<file path="src/rtl/trd_cfg_pkg.sv">
// Thread controller sizing constants
// Thread index, thread mask and program counter types
// Reset values for the thread table and scheduler

package trd_cfg_pkg;

    parameter int NUM_TRD = 8;                  // Hardware threads
    parameter int TRD_W   = 3;                  // Thread index width
    parameter int PC_W    = 32;                 // Program counter width

    typedef logic [TRD_W-1:0]   trd_id_t;       // Thread index
    typedef logic [NUM_TRD-1:0] trd_mask_t;     // One bit per thread
    typedef logic [PC_W-1:0]    pc_t;           // Program counter

    // Thread 0 is the root thread, alive out of reset and never killed
    parameter trd_id_t ROOT_TRD = trd_id_t'(0);

    // Valid and running set after reset, root thread only
    parameter trd_mask_t RESET_MASK = trd_mask_t'(1) << ROOT_TRD;

endpackage

</file>
<file path="src/rtl/trd_cmd_pkg.sv">
// Thread command opcodes
// Command, table update, status and pc write-back structs

package trd_cmd_pkg;

    typedef enum logic [2:0] {
        OP_NONE  = 3'd0,                        // No command this cycle
        OP_INIT  = 3'd1,                        // Create a thread
        OP_KILL  = 3'd2,                        // Kill a thread
        OP_SLEEP = 3'd3,                        // Stop scheduling a thread
        OP_WAKE  = 3'd4                         // Resume a sleeping thread
    } trd_op_e;

    // Command from the fetch logic
    typedef struct packed {
        trd_op_e              op;
        trd_cfg_pkg::trd_id_t act_trd;          // Issuing thread
        trd_cfg_pkg::trd_id_t obj_trd;          // Target, unused by create
        trd_cfg_pkg::pc_t     init_pc;          // Start pc of a new thread
    } trd_cmd_t;

    // Approved change to the thread table
    typedef struct packed {
        trd_op_e              op;               // OP_NONE leaves the table alone
        trd_cfg_pkg::trd_id_t trd;
        trd_cfg_pkg::trd_id_t parent;
        trd_cfg_pkg::pc_t     pc;
    } trd_upd_t;

    // Registered command result
    typedef struct packed {
        logic                 done;             // A command was taken last cycle
        trd_cfg_pkg::trd_id_t new_trd;          // Thread given to a create
        logic                 invalid_op;       // Refused kill, sleep or wake
        logic                 overflow;         // Create with no free thread
    } trd_stat_t;

    // Program counter write-back
    typedef struct packed {
        logic                 wr;
        trd_cfg_pkg::trd_id_t trd;
        trd_cfg_pkg::pc_t     pc;
    } pc_wb_t;

endpackage
</file>
<file path="src/rtl/thread_ctrl.sv">
// Thread controller top level for the fetch stage
// Command decode, thread table and round-robin scheduler

`timescale 1ns/1ps

module thread_ctrl #(
    parameter trd_cfg_pkg::pc_t RESET_PC = '0
) (
    input  logic                   clk,
    input  logic                   rst_n,
    input  trd_cmd_pkg::trd_cmd_t  cmd,         // One command per cycle
    input  trd_cmd_pkg::pc_wb_t    pc_wb,       // Next pc of one thread
    input  logic                   stall,
    input  logic                   atomic,
    output trd_cmd_pkg::trd_stat_t stat,
    output trd_cfg_pkg::trd_id_t   cur_trd,
    output trd_cfg_pkg::pc_t       cur_pc,
    output trd_cfg_pkg::trd_mask_t valid_trd,
    output trd_cfg_pkg::trd_mask_t run_trd,
    output logic                   trd_full
);

    trd_cmd_pkg::trd_upd_t                              upd;
    trd_cfg_pkg::trd_id_t [trd_cfg_pkg::NUM_TRD-1:0]    par_trd;
    trd_cfg_pkg::pc_t     [trd_cfg_pkg::NUM_TRD-1:0]    trd_pc;

    trd_cmd_decode trd_cmd_decode_i (
        .clk       (clk),
        .rst_n     (rst_n),
        .cmd       (cmd),
        .valid_trd (valid_trd),
        .run_trd   (run_trd),
        .par_trd   (par_trd),
        .upd       (upd),
        .stat      (stat),
        .trd_full  (trd_full)
    );

    thread_table #(
        .RESET_PC (RESET_PC)
    ) thread_table_i (
        .clk       (clk),
        .rst_n     (rst_n),
        .upd       (upd),
        .pc_wb     (pc_wb),
        .valid_trd (valid_trd),
        .run_trd   (run_trd),
        .par_trd   (par_trd),
        .trd_pc    (trd_pc)
    );

    thread_sched thread_sched_i (
        .clk       (clk),
        .rst_n     (rst_n),
        .stall     (stall),
        .atomic    (atomic),
        .run_trd   (run_trd),
        .trd_pc    (trd_pc),
        .cur_trd   (cur_trd),
        .cur_pc    (cur_pc)
    );

endmodule

</file>
<file path="src/rtl/thread_sched.sv">
// Round-robin thread scheduler
// Current thread pointer over the running set, current pc select

`timescale 1ns/1ps

module thread_sched (
    input  logic                                            clk,
    input  logic                                            rst_n,
    input  logic                                            stall,
    input  logic                                            atomic,
    input  trd_cfg_pkg::trd_mask_t                          run_trd,
    input  trd_cfg_pkg::pc_t     [trd_cfg_pkg::NUM_TRD-1:0] trd_pc,
    output trd_cfg_pkg::trd_id_t                            cur_trd,
    output trd_cfg_pkg::pc_t                                cur_pc
);

    trd_cfg_pkg::trd_id_t nxt_trd;
    logic                 hold;                 // Keep the current thread

    // First running thread after cur in circular order, cur itself if none
    function automatic trd_cfg_pkg::trd_id_t next_running(
        input trd_cfg_pkg::trd_id_t   cur,
        input trd_cfg_pkg::trd_mask_t run
    );
        trd_cfg_pkg::trd_id_t idx;
        trd_cfg_pkg::trd_id_t pick;
        pick = cur;
        // Farthest candidate first so the nearest one is kept
        for (int i = trd_cfg_pkg::NUM_TRD - 1; i >= 1; i--) begin
            idx = cur + trd_cfg_pkg::trd_id_t'(i);  // Wraps at NUM_TRD
            if (run[idx]) begin
                pick = idx;
            end
        end
        return pick;
    endfunction

    assign hold    = stall | atomic;
    assign nxt_trd = hold ? cur_trd : next_running(cur_trd, run_trd);

    always_ff @(posedge clk or negedge rst_n) begin
        if (!rst_n) begin
            cur_trd <= trd_cfg_pkg::ROOT_TRD;
        end else begin
            cur_trd <= nxt_trd;
        end
    end

    assign cur_pc = trd_pc[cur_trd];            // Follows table writes directly

endmodule

</file>
<file path="src/rtl/thread_table.sv">
// Per-thread state table
// Valid and running masks, parent index and program counter of each thread
// One command update and one pc write-back per cycle

`timescale 1ns/1ps

module thread_table #(
    parameter trd_cfg_pkg::pc_t RESET_PC = '0
) (
    input  logic                                            clk,
    input  logic                                            rst_n,
    input  trd_cmd_pkg::trd_upd_t                           upd,
    input  trd_cmd_pkg::pc_wb_t                             pc_wb,
    output trd_cfg_pkg::trd_mask_t                          valid_trd,
    output trd_cfg_pkg::trd_mask_t                          run_trd,
    output trd_cfg_pkg::trd_id_t [trd_cfg_pkg::NUM_TRD-1:0] par_trd,
    output trd_cfg_pkg::pc_t     [trd_cfg_pkg::NUM_TRD-1:0] trd_pc
);

    logic create;                               // Approved create this cycle

    assign create = (upd.op == trd_cmd_pkg::OP_INIT);

    // Valid and running flags
    always_ff @(posedge clk or negedge rst_n) begin
        if (!rst_n) begin
            valid_trd <= trd_cfg_pkg::RESET_MASK;
            run_trd   <= trd_cfg_pkg::RESET_MASK;
        end else begin
            case (upd.op)
                trd_cmd_pkg::OP_INIT: begin
                    valid_trd[upd.trd] <= 1'b1;
                    run_trd[upd.trd]   <= 1'b1;  // New threads start running
                end
                trd_cmd_pkg::OP_KILL: begin
                    valid_trd[upd.trd] <= 1'b0;
                    run_trd[upd.trd]   <= 1'b0;
                end
                trd_cmd_pkg::OP_SLEEP: begin
                    run_trd[upd.trd]   <= 1'b0;
                end
                trd_cmd_pkg::OP_WAKE: begin
                    run_trd[upd.trd]   <= 1'b1;
                end
                default: begin
                end
            endcase
        end
    end

    // Parent is only looked at while the thread is valid
    always_ff @(posedge clk) begin
        if (create) begin
            par_trd[upd.trd] <= upd.parent;
        end
    end

    // Program counters
    always_ff @(posedge clk or negedge rst_n) begin
        if (!rst_n) begin
            for (int i = 0; i < trd_cfg_pkg::NUM_TRD; i++) begin
                trd_pc[i] <= RESET_PC;
            end
        end else begin
            if (pc_wb.wr) begin
                trd_pc[pc_wb.trd] <= pc_wb.pc;
            end
            if (create) begin
                trd_pc[upd.trd] <= upd.pc;       // Later write wins over write-back
            end
        end
    end

endmodule

</file>
<file path="src/rtl/trd_cmd_decode.sv">
// Thread command decode
// Free thread search, permission and overflow checks
// Table update generation and registered command status

`timescale 1ns/1ps

module trd_cmd_decode (
    input  logic                                        clk,
    input  logic                                        rst_n,
    input  trd_cmd_pkg::trd_cmd_t                       cmd,
    input  trd_cfg_pkg::trd_mask_t                      valid_trd,
    input  trd_cfg_pkg::trd_mask_t                      run_trd,
    input  trd_cfg_pkg::trd_id_t [trd_cfg_pkg::NUM_TRD-1:0] par_trd,
    output trd_cmd_pkg::trd_upd_t                       upd,
    output trd_cmd_pkg::trd_stat_t                      stat,
    output logic                                        trd_full
);

    trd_cfg_pkg::trd_id_t   free_trd;           // Lowest invalid thread
    logic                   obj_ok;             // Kill, sleep or wake is allowed
    trd_cmd_pkg::trd_stat_t nxt_stat;

    assign trd_full = &valid_trd;

    // Scan downward so the lowest free index is the last one kept
    always_comb begin
        free_trd = trd_cfg_pkg::ROOT_TRD;
        for (int i = trd_cfg_pkg::NUM_TRD - 1; i >= 0; i--) begin
            if (!valid_trd[i]) begin
                free_trd = trd_cfg_pkg::trd_id_t'(i);
            end
        end
    end

    // Only the target itself or its parent may act on a live non-root thread
    assign obj_ok = valid_trd[cmd.obj_trd] &&
                    (cmd.obj_trd != trd_cfg_pkg::ROOT_TRD) &&
                    ((cmd.act_trd == cmd.obj_trd) ||
                     (cmd.act_trd == par_trd[cmd.obj_trd]));

    always_comb begin
        upd        = '0;
        upd.op     = trd_cmd_pkg::OP_NONE;
        upd.trd    = cmd.obj_trd;
        upd.parent = cmd.act_trd;               // Creator becomes the parent
        upd.pc     = cmd.init_pc;

        nxt_stat      = '0;
        nxt_stat.done = (cmd.op != trd_cmd_pkg::OP_NONE);

        case (cmd.op)
            trd_cmd_pkg::OP_NONE: begin
            end
            trd_cmd_pkg::OP_INIT: begin
                if (trd_full) begin
                    nxt_stat.overflow = 1'b1;
                end else begin
                    upd.op           = trd_cmd_pkg::OP_INIT;
                    upd.trd          = free_trd;
                    nxt_stat.new_trd = free_trd;
                end
            end
            trd_cmd_pkg::OP_KILL: begin
                if (obj_ok) upd.op = trd_cmd_pkg::OP_KILL;
                else        nxt_stat.invalid_op = 1'b1;
            end
            // Sleep or wake of a thread already in that state is legal
            // but leaves the table untouched
            trd_cmd_pkg::OP_SLEEP: begin
                if (!obj_ok)                    nxt_stat.invalid_op = 1'b1;
                else if (run_trd[cmd.obj_trd])  upd.op = trd_cmd_pkg::OP_SLEEP;
            end
            trd_cmd_pkg::OP_WAKE: begin
                if (!obj_ok)                    nxt_stat.invalid_op = 1'b1;
                else if (!run_trd[cmd.obj_trd]) upd.op = trd_cmd_pkg::OP_WAKE;
            end
            default: begin
                nxt_stat.invalid_op = 1'b1;     // Unknown opcode
            end
        endcase
    end

    // Status describes the command of the previous cycle
    always_ff @(posedge clk or negedge rst_n) begin
        if (!rst_n) begin
            stat <= '0;
        end else begin
            stat <= nxt_stat;
        end
    end

endmodule

</file>
<file path="config.mk">
export PLATFORM = sky130hd
export DESIGN_NAME = thread_ctrl
export DESIGN_NICKNAME = d
export VERILOG_FILES = /design/src/rtl/trd_cfg_pkg.sv /design/src/rtl/trd_cmd_pkg.sv /design/src/rtl/thread_ctrl.sv /design/src/rtl/thread_sched.sv /design/src/rtl/thread_table.sv /design/src/rtl/trd_cmd_decode.sv
export SDC_FILE = /design/constraint.sdc
export NUM_CORES = 1
export LEC_CHECK = 0
export ABC_CLOCK_PERIOD_IN_PS = 4900
export BUFFER_PORTS_ARGS = -buffer_cell sky130_fd_sc_hd__buf_2
export CAP_MARGIN = 20
export CORE_MARGIN = 2
export CORE_UTILIZATION = 60
export CTS_BUF_LIST = sky130_fd_sc_hd__clkbuf_4 sky130_fd_sc_hd__clkbuf_8
export DETAILED_ROUTE_END_ITERATION = 10
export PLACE_DENSITY = 0.8
export SLEW_MARGIN = 20
export SYNTH_ARGS = -nofsm -noshare
export SYNTH_HDL_FRONTEND = slang
export SYNTH_SLANG_ARGS = --single-unit
</file>
<file path="constraint.sdc">
create_clock -name clk -period 4.9 [get_ports clk]
set_input_delay 1.225 -clock clk [delete_from_list [all_inputs] [get_ports clk]]
set_output_delay 1.225 -clock clk [all_outputs]
set_load 0.02 [all_outputs]
</file>
## Yosys cells after proc, flatten, opt, wreduce, memory -nomap -nowiden

Index checks and enable logic that the tools add are counted.

- $add $sub $neg: 7
- Magnitude comparators: 13
- Equality and inequality tests: 10
- Muxes and demuxes: 66
- Bitwise gates (word level): 7
- Reduce and logical (&&, ||, !) cells: 17

Operator list:

| kind | count |
|---|---|
| $bwmux W256 | 2 |
| $mux W256 | 2 |
| $demux W32 S3 | 2 |
| $bmux W32 S3 | 1 |
| $mux W32 | 3 |
| $mux W3 | 23 |
| $lt A3 B4 Y1 const B | 11 |
| $pmux W8 S2 | 2 |
| $bmux W1 S3 | 9 |
| $bwmux W24 | 1 |
| $and A8 B8 Y8 | 2 |
| $or A8 B8 Y8 | 2 |
| $mux W1 | 13 |
| $add A3 B3 Y3 const B | 4 |
| $eq A3 B2 Y1 const B | 4 |
| $pmux W3 S4 | 1 |
| $bmux W3 S3 | 1 |
| $demux W3 S3 | 1 |
| $not A8 Y8 | 1 |
| $reduce_and A8 Y1 | 1 |
| $reduce_bool A7 Y1 | 1 |
| $add A3 B2 Y3 const B | 2 |
| $eq A3 B1 Y1 const B | 2 |
| $eq A3 B3 Y1 | 2 |
| 17 further kinds | 27 |

- Register bits: 305
- Input port bits: 81
- Output and inout bits: 58
- Logic and storage cells: 143

## Depth between registers and ports, before layout

Gate-level depths: netlist of the first run.

- Word-level depth: 17
- Mapped depth: 11
- Gate-level depth less buffers: 9

## Cells and area by module

From an unflattened synthesis of the first run, not the netlist that was laid out.

- Cell total of the unflattened synthesis: 1,400
- Area total of the unflattened synthesis: 17,938.5 um^2

By module, submodules not included:

| module | times used | cells an instance | area each (um^2) | sequential area each (um^2) |
|---|---|---|---|---|
| thread_table | 1 | 1,100 | 14,276.2 | 7,529.7 |
| thread_sched | 1 | 196 | 2,672.6 | 75.1 |
| trd_cmd_decode | 1 | 104 | 989.7 | 150.1 |

## Worst setup path after synthesis of the first run

OpenSTA, ideal clock, no wires.

- Path kind: reg2out
- Start point: register thread_sched_i.cur_trd[0]
- End point: output port cur_pc[10]
- Data arrival time: 2.084 ns
- Data required time: 3.675 ns
- Path slack: 1.591 ns
- Stages on the path, launching flop included: 7
- Buffers on the path: 3
- Path through: dfrtp_1 > buf_6 > clkbuf_1 > buf_2 > mux4_2 > nand2_1 > nand2_1

- Longest elaborated chain between the ends: 2

RTL lines:

| what | line | text |
|---|---|---|
| start, declared | thread_sched.sv:13 | `output trd_cfg_pkg::trd_id_t cur_trd,` |
| start signal, assigned | thread_sched.sv:43 | `cur_trd <= trd_cfg_pkg::ROOT_TRD;` |
| start signal, assigned | thread_sched.sv:45 | `cur_trd <= nxt_trd;` |
| $bmux W32 S3 | thread_sched.sv:49 | `assign cur_pc = trd_pc[cur_trd];` |
| $mux W32 (not written as such) | thread_sched.sv:49 |  |
| end, declared | thread_ctrl.sv:17 | `output trd_cfg_pkg::pc_t cur_pc,` |

Every way passes these cells. The select of a mux whose other input is x is not followed.

## Worst setup path in the final report of the first run

- Start point: register thread_sched_i.cur_trd[0]
- End point: output port cur_pc[16]

Same word-level chain as after synthesis.

==> results of run 1 <==
metal layers:
layer	GRT usage, %	wire, um
met1	40.4	17600
met2	49.1	20900
met3	5.69	3480
met4	10.8	1070
met5	0	41
worst paths after layout:
kind,to,startpoint
worst min-delay path,thread_table_i.trd_pc[81]$_DFF_PN0_,thread_table_i.trd_pc[81]$_DFF_PN0_
min in group asynchronous,asynchronous set/reset pin,rst_n
worst max register to register,thread_sched_i.cur_trd[1]$_DFFE_PN0P_,thread_sched_i.cur_trd[1]$_DFFE_PN0P_
max in group asynchronous,thread_table_i.trd_pc[246]$_DFF_PN0_,rst_n
worst max-delay path,cur_pc[16],thread_sched_i.cur_trd[0]$_DFFE_PN0P_
worst min register to register,thread_table_i.trd_pc[81]$_DFF_PN0_,thread_table_i.trd_pc[81]$_DFF_PN0_
worst reg2reg max path: stages, from the launching register on:
cell,delay (ps)
sky130_fd_sc_hd__dfrtp_4,970
sky130_fd_sc_hd__inv_1,160
sky130_fd_sc_hd__ha_1,490
sky130_fd_sc_hd__mux4_2,400
sky130_fd_sc_hd__mux2_2,340
sky130_fd_sc_hd__o31a_1,290
sky130_fd_sc_hd__o41a_1,340
sky130_fd_sc_hd__mux2i_1,150
sky130_fd_sc_hd__nand3_1,100
stage by stage:
stage | cell area, um2 | instances | hold WS (ps) | util (%)
floorplan | 16700 | 1605 | 507 | -
global placement | 17500 | 1976 | 526 | 63.3
detailed placement | 17500 | 1976 | 534 | 63.3
CTS | 18600 | 2068 | 551 | 67.3
global route | 18600 | 2074 | 568 | 67.4
finish | 18600 | 2075 | 544 | 67.4
final cells by class:
cell class	count	area, um2	area share, %
diodes	7	17.5	0.0941
clock buffers	80	1030	5.51
clock inverters	12	85.1	0.457
inverters	14	52.6	0.282
multi-input cells	1107	8170	43.9
flip-flops and latches	305	7760	41.7
well taps	378	473	2.54
repair buffers	172	1030	5.54
flip-flops by register name, indices dropped and copies added, names as in the netlist, named ones only:
signal	count
thread_table_i.trd_pc	256
thread_table_i.par_trd	24
trd_cmd_decode_i.stat	6
thread_sched_i.cur_trd	3
placed cells by master (no fill, tap or decap), types with 3 or more instances in the layout:
cell and instances:
sky130_fd_sc_hd__a31oi_1 4, sky130_fd_sc_hd__a21oi_1 137, sky130_fd_sc_hd__edfxtp_1 24, sky130_fd_sc_hd__nand2b_1 3
sky130_fd_sc_hd__buf_12 6, sky130_fd_sc_hd__clkbuf_4 12, sky130_fd_sc_hd__o211ai_1 5, sky130_fd_sc_hd__buf_2 137
sky130_fd_sc_hd__or3_1 3, sky130_fd_sc_hd__xnor2_1 10, sky130_fd_sc_hd__and2_1 5, sky130_fd_sc_hd__mux4_2 79
sky130_fd_sc_hd__inv_2 3, sky130_fd_sc_hd__nand4_1 5, sky130_fd_sc_hd__clkbuf_8 68, sky130_fd_sc_hd__nand3_1 5
sky130_fd_sc_hd__o21ai_0 47, sky130_fd_sc_hd__o22a_1 5, sky130_fd_sc_hd__nand4b_1 3, sky130_fd_sc_hd__clkinv_2 8
sky130_fd_sc_hd__nor3_2 6, sky130_fd_sc_hd__inv_1 11, sky130_fd_sc_hd__mux4_1 3, sky130_fd_sc_hd__dfrtp_1 276
sky130_fd_sc_hd__nor2_1 145, sky130_fd_sc_hd__nand3_2 4, sky130_fd_sc_hd__diode_2 7, sky130_fd_sc_hd__nand2_1 238
sky130_fd_sc_hd__mux2i_1 263, sky130_fd_sc_hd__buf_4 28, sky130_fd_sc_hd__o21ai_1 97, sky130_fd_sc_hd__mux2_2 6
power by group:
| group | switching (W) | internal (W) |
|---|---|---|
| clock network | 0.00104 | 0.00138 |
| registers | 0.000535 | 0.00316 |
| logic | 0.00195 | 0.00173 |
| total | 0.00352 | 0.00627 |
cells by family after synthesis:
kind of cell             count (synthesis)  share of synthesized area (%)
multiplexers                           352                           27.4
AND/OR/NAND/NOR                        432                           10.5
adder cells (fa/ha/maj)                  2                          0.150
AO/OA/AOI/OAI                          309                           9.91
flip-flops                             305                           46.4
buffers and inverters                  193                           5.09
XOR/XNOR                                12                          0.629
==> run metrics, run 1 <==
result of the run=completed; Max Clock Freq=250 MHz; CTS tree=yes; Crit path depth=5; total overflow reported by the global router=0; Setup crit end kind=output port; CP required=3670 ps; Routed Wire Length=43.1 mm; Row Count=61; antenna violations before repair=10; max-slew violation total from the final report=0; cell types with the highest counts after synthesis=sky130_fd_sc_hd__dfrtp_1 (279), sky130_fd_sc_hd__mux2i_1 (263), sky130_fd_sc_hd__nand2_1 (238); CP max FO=30; number of antenna-violating nets in the routed design=0; share of flip-flops with an asynchronous set or reset=92.1%; Most used DFF post-synth=sky130_fd_sc_hd__dfrtp_1; Post-CTS Resized=0; standby leakage power=8.44 nW; max-cap check violation count=0; path depth of the worst reg2reg path=8; number of I/O port buffers=138; vias in the first global route=12700; cell type of the slowest stage on the worst timing path=sky130_fd_sc_hd__dfrtp_4; CP peak stage delay=800 ps; dominant cell by count in the synthesized netlist=sky130_fd_sc_hd__dfrtp_1; count of buffering cells on the critical path with inverters included=2; Synth Cell Area=16700 um2; clock buffer count from CTS=50; part of the cycle the worst path needs=81.5%; count of flip-flops with a built-in enable after synthesis=24; class of the tightest hold or removal check=reg -> reg; detailed-routing iteration count for the pre-antenna-repair pass=5; area enclosed by the die boundary=29200 um2; setup bufs post-CTS=0; transition time at the pin with the least slew margin=877 ps; Rel. slew slack=41.2%; setup repair after global routing missed its margin=false; Worst path most repeated cell=sky130_fd_sc_hd__nand2_1; number of primary I/O pins=139; First DRT Iteration DRCs=1114; pin count of the biggest net entering global routing=107; global-route total usage across every layer=30.0%; sequential element share of the synthesized area=46.4%; cells along the critical path=buf_4 -> mux4_2 -> nand2_1 -> nand2_1 -> buf_2; startpoint types=flop; first-pass GRT wire length=68.0 mm; Die X=171 um; layout-stage area growth over the synthesis result=11.4%; Worst Slack Setup Final=904 ps; leading post-synthesis cells by cell area=sky130_fd_sc_hd__dfrtp_1 (42%), sky130_fd_sc_hd__mux2i_1 (16%), sky130_fd_sc_hd__mux4_2 (11%); Remaining DRCs=0; half-perimeter wire length of the detailed placement result=25.9 mm; setup clock skew after layout=35.2 ps; cell type with the highest aggregate area in the netlist=sky130_fd_sc_hd__dfrtp_1; aggregate negative setup slack=0 ps; level count of the clock H-tree=2; #FFs+latches synth=305; critical path arrival=2770 ps; Via density=6.10; starting utilization of the core area=60.5%; number of fill cells in the layout=2104; CTS Hold Buffers Added=0; clock-pin slew reported for the worst setup and hold paths after clock tree synthesis=60 ps; distinct cell type count after synthesis=53; Crit Path Category=reg -> out; Yosys warnings=0; buffers from clock root to sink, at most=3; worst skew pair latency=590 ps; minimum clock period after layout=4000 ps; slack of the worst reg-to-reg path=1550 ps; power density of the placed cells=526 nW/um2; Final Setup Violations=0; Syn Nets=1688; mean routed wirelength per cell=20.8 um; power after layout=0.00979 W; cell family contributing the most delay on the critical path=flip-flops; core area=27600 um2; vias post-DR=12700; worst slack after detailed placement=991 ps; count of nets after finishing=1733; global placer's final weighted congestion=0.880; IR Drop Worst-Case VDD=0.000329 V; hold violation total from the final report=0; top-area cell type share of the netlist area=41.8%; average footprint of a synthesized cell=10.4 um2; number of instances in the synthesized netlist=1605; y dimension of the die=171 um; Sinks on Clock Net=305; fraction of final layout cells with drive strength greater than 1=22.2%; worst hold stages=2; root buf cell=sky130_fd_sc_hd__clkbuf_8
(Power assumes the default switching activity.)
==> inputs of run 2 (changes only) <==
--- a/config.mk
+++ b/config.mk
@@ -5,7 +5,7 @@
 export SDC_FILE = /design/constraint.sdc
 export NUM_CORES = 1
 export LEC_CHECK = 0
-export ABC_CLOCK_PERIOD_IN_PS = 4900
+export ABC_CLOCK_PERIOD_IN_PS = 4190
 export BUFFER_PORTS_ARGS = -buffer_cell sky130_fd_sc_hd__buf_2
 export CAP_MARGIN = 20
 export CORE_MARGIN = 2
==> constraint.sdc (replaced) <==
create_clock -name clk -period 4.19 [get_ports clk]
set_input_delay 1.0475 -clock clk [delete_from_list [all_inputs] [get_ports clk]]
set_output_delay 1.0475 -clock clk [all_outputs]
set_load 0.02 [all_outputs]
==> run metrics, run 2 (same netlist as run 1, synthesis figures left out) <==
result of the run=completed; antenna violations before repair=7 (-3); Sinks on Clock Net=305 (unchanged); CP max FO=39 (+30%); registers with the most flip-flops=thread_table_i.trd_pc (256), thread_table_i.par_trd (24), trd_cmd_decode_i.stat (6); IR Drop Worst-Case VDD=0.000531 V (+61%); CTS tree=yes; Post-CTS Resized=0 (unchanged); number of antenna-violating nets in the routed design=0 (unchanged); area enclosed by the die boundary=29200 um2 (unchanged); root buf cell=sky130_fd_sc_hd__clkbuf_8; launching element of the worst setup path=thread_sched_i.cur_trd[0]$_DFFE_PN0P_; aggregate negative setup slack=0 ps (unchanged); global-route total usage across every layer=29.9% (-0.14 points); mean routed wirelength per cell=20.9 um (+0.55%); detailed-routing iteration count for the pre-antenna-repair pass=5 (unchanged); level count of the clock H-tree=2 (unchanged); CTS Hold Buffers Added=0 (unchanged); dpl cells=1971 (-0.25%); setup clock skew after layout=27.0 ps (-8.18 ps); count of nets after finishing=1727 (-0.35%); standby leakage power=8.40 nW (-0.50%); First DRT Iteration DRCs=1135 (+1.9%); y dimension of the die=171 um (unchanged); hold violation total from the final report=0 (unchanged); Remaining DRCs=0 (unchanged); critical path arrival=2730 ps (-40 ps); number of I/O port buffers=138 (unchanged); Via density=6.17 (+1.1%); class of the tightest hold or removal check=in -> async; clock buffer count from CTS=49 (-2.0%); max-cap check violation count=0 (unchanged); buffers from clock root to sink, at most=3 (unchanged); Setup crit end kind=output port; max-slew violation total from the final report=0 (unchanged); half-perimeter wire length of the detailed placement result=25.3 mm (-2.1%); setup repair after global routing missed its margin=false; part of the cycle the worst path needs=90.1%; worst slack after detailed placement=774 ps (-217 ps); power after layout=0.0114 W (+17%); clock-pin slew reported for the worst setup and hold paths after clock tree synthesis=70 ps (about the same); Worst Slack Setup Final=414 ps (-490 ps); max FFs per register=256 (unchanged); Routed Wire Length=42.9 mm (-0.42%); worst skew pair latency=570 ps (-20 ps); path depth of the worst reg2reg path=8 (unchanged); first-pass GRT wire length=68.3 mm (+0.40%); Rel. slew slack=35.7% (-5.6 points); power density of the placed cells=615 nW/um2 (+17%); Crit Path Category=reg -> out; minimum clock period after layout=3780 ps; startpoint types=flop; largest reg by FF count=thread_table_i.trd_pc; layout-stage area growth over the synthesis result=11.0%; pin count of the biggest net entering global routing=97 (-9.3%); global placer's final weighted congestion=0.856 (-2.7%); Max Clock Freq=265 MHz; hold slack final=508 ps (-35.8 ps); number of primary I/O pins=139 (unchanged); non-filler instance count after layout=2055 (-0.96%); fraction of final layout cells with drive strength greater than 1=21.4% (-0.80 points); most frequent standard cell in the layout excluding fill and tap cells=sky130_fd_sc_hd__dfrtp_1; Die X=171 um (unchanged); Final Setup Violations=0 (unchanged); core area=27600 um2 (unchanged); Row Count=61 (unchanged); launch point of the worst reg-to-reg path=thread_sched_i.cur_trd[0]$_DFFE_PN0P_; starting utilization of the core area=60.5% (unchanged); commonest cells after routing, fill and taps aside=sky130_fd_sc_hd__dfrtp_1 (276), sky130_fd_sc_hd__mux2i_1 (263), sky130_fd_sc_hd__nand2_1 (238); total overflow reported by the global router=0 (unchanged); transition time at the pin with the least slew margin=960 ps (+83.4 ps); vias in the first global route=12800 (+0.75%); setup bufs post-CTS=0 (unchanged); vias post-DR=12700 (+0.17%); CP required=3140 ps (-530 ps)
-- run 2: cell types whose count changed in the layout (fill, tap and decap cells not counted), sizes merged --
cell | previous run | this run
clkbuf | 80 | 62
clkinv | 10 | 14
clkinvlp | 1 | 0
bufinv | 1 | 5
buf | 172 | 167
diode | 7 | 3
-- run 2: path summary, 6_finish.rpt --
kind                                                               to  slack (ps)
worst max register to register  thread_sched_i.cur_trd[1]$_DFFE_PN0P_         960
worst min register to register    thread_table_i.trd_pc[28]$_DFF_PN0_         550
max in group asynchronous        thread_table_i.trd_pc[178]$_DFF_PN0_        2780
worst min-delay path                       asynchronous set/reset pin         510
min in group clk                  thread_table_i.trd_pc[28]$_DFF_PN0_         550
worst max-delay path                                        cur_pc[0]         410
-- run 2: final cells by class --
cell class / count / area, um2
Clock buffer: 62 / 822
Multi-Input combinational cell: 1107 / 8170
Clock inverter: 19 / 216
Antenna cell: 3 / 7.51
Tap cell: 378 / 473
Inverter: 14 / 52.6
Sequential cell: 305 / 7760
Timing Repair Buffer: 167 / 1060
Fill cell: 2129 / 9070
-- run 2: report_power, final --
part | internal (W) | switching (W) | leakage, nW
Combinational | 0.00204 | 0.00230 | 4.27
Sequential | 0.00370 | 0.000617 | 3.57
Clock | 0.00159 | 0.00118 | 0.551
-- run 2: metal layers --
metal / GRT usage (%) / vias up / wire (um)
li1: - / 5724 / -
met1: 41.2 / 6321 / 18000
met2: 48.9 / 536 / 20800
met3: 4.95 / 92 / 3100
met4: 9.54 / 10 / 956
met5: 0 / - / 71
-- run 2: worst max-delay path: stages (launching register included) --
cell and delay, ps:
sky130_fd_sc_hd__dfrtp_4 750, sky130_fd_sc_hd__buf_12 370, sky130_fd_sc_hd__mux4_2 570, sky130_fd_sc_hd__nand2_1 110
sky130_fd_sc_hd__nand2_1 130, sky130_fd_sc_hd__buf_2 190
-- run 2: through the flow --
stage | area [um2] | utilization (%)
6_report | 18600 | 67.2
5_1_grt | 18600 | 67.2
4_1_cts | 18600 | 67.1
3_5_place_dp | 17500 | 63.4
3_3_place_gp | 17500 | 63.4
2_1_floorplan | 16700 | -
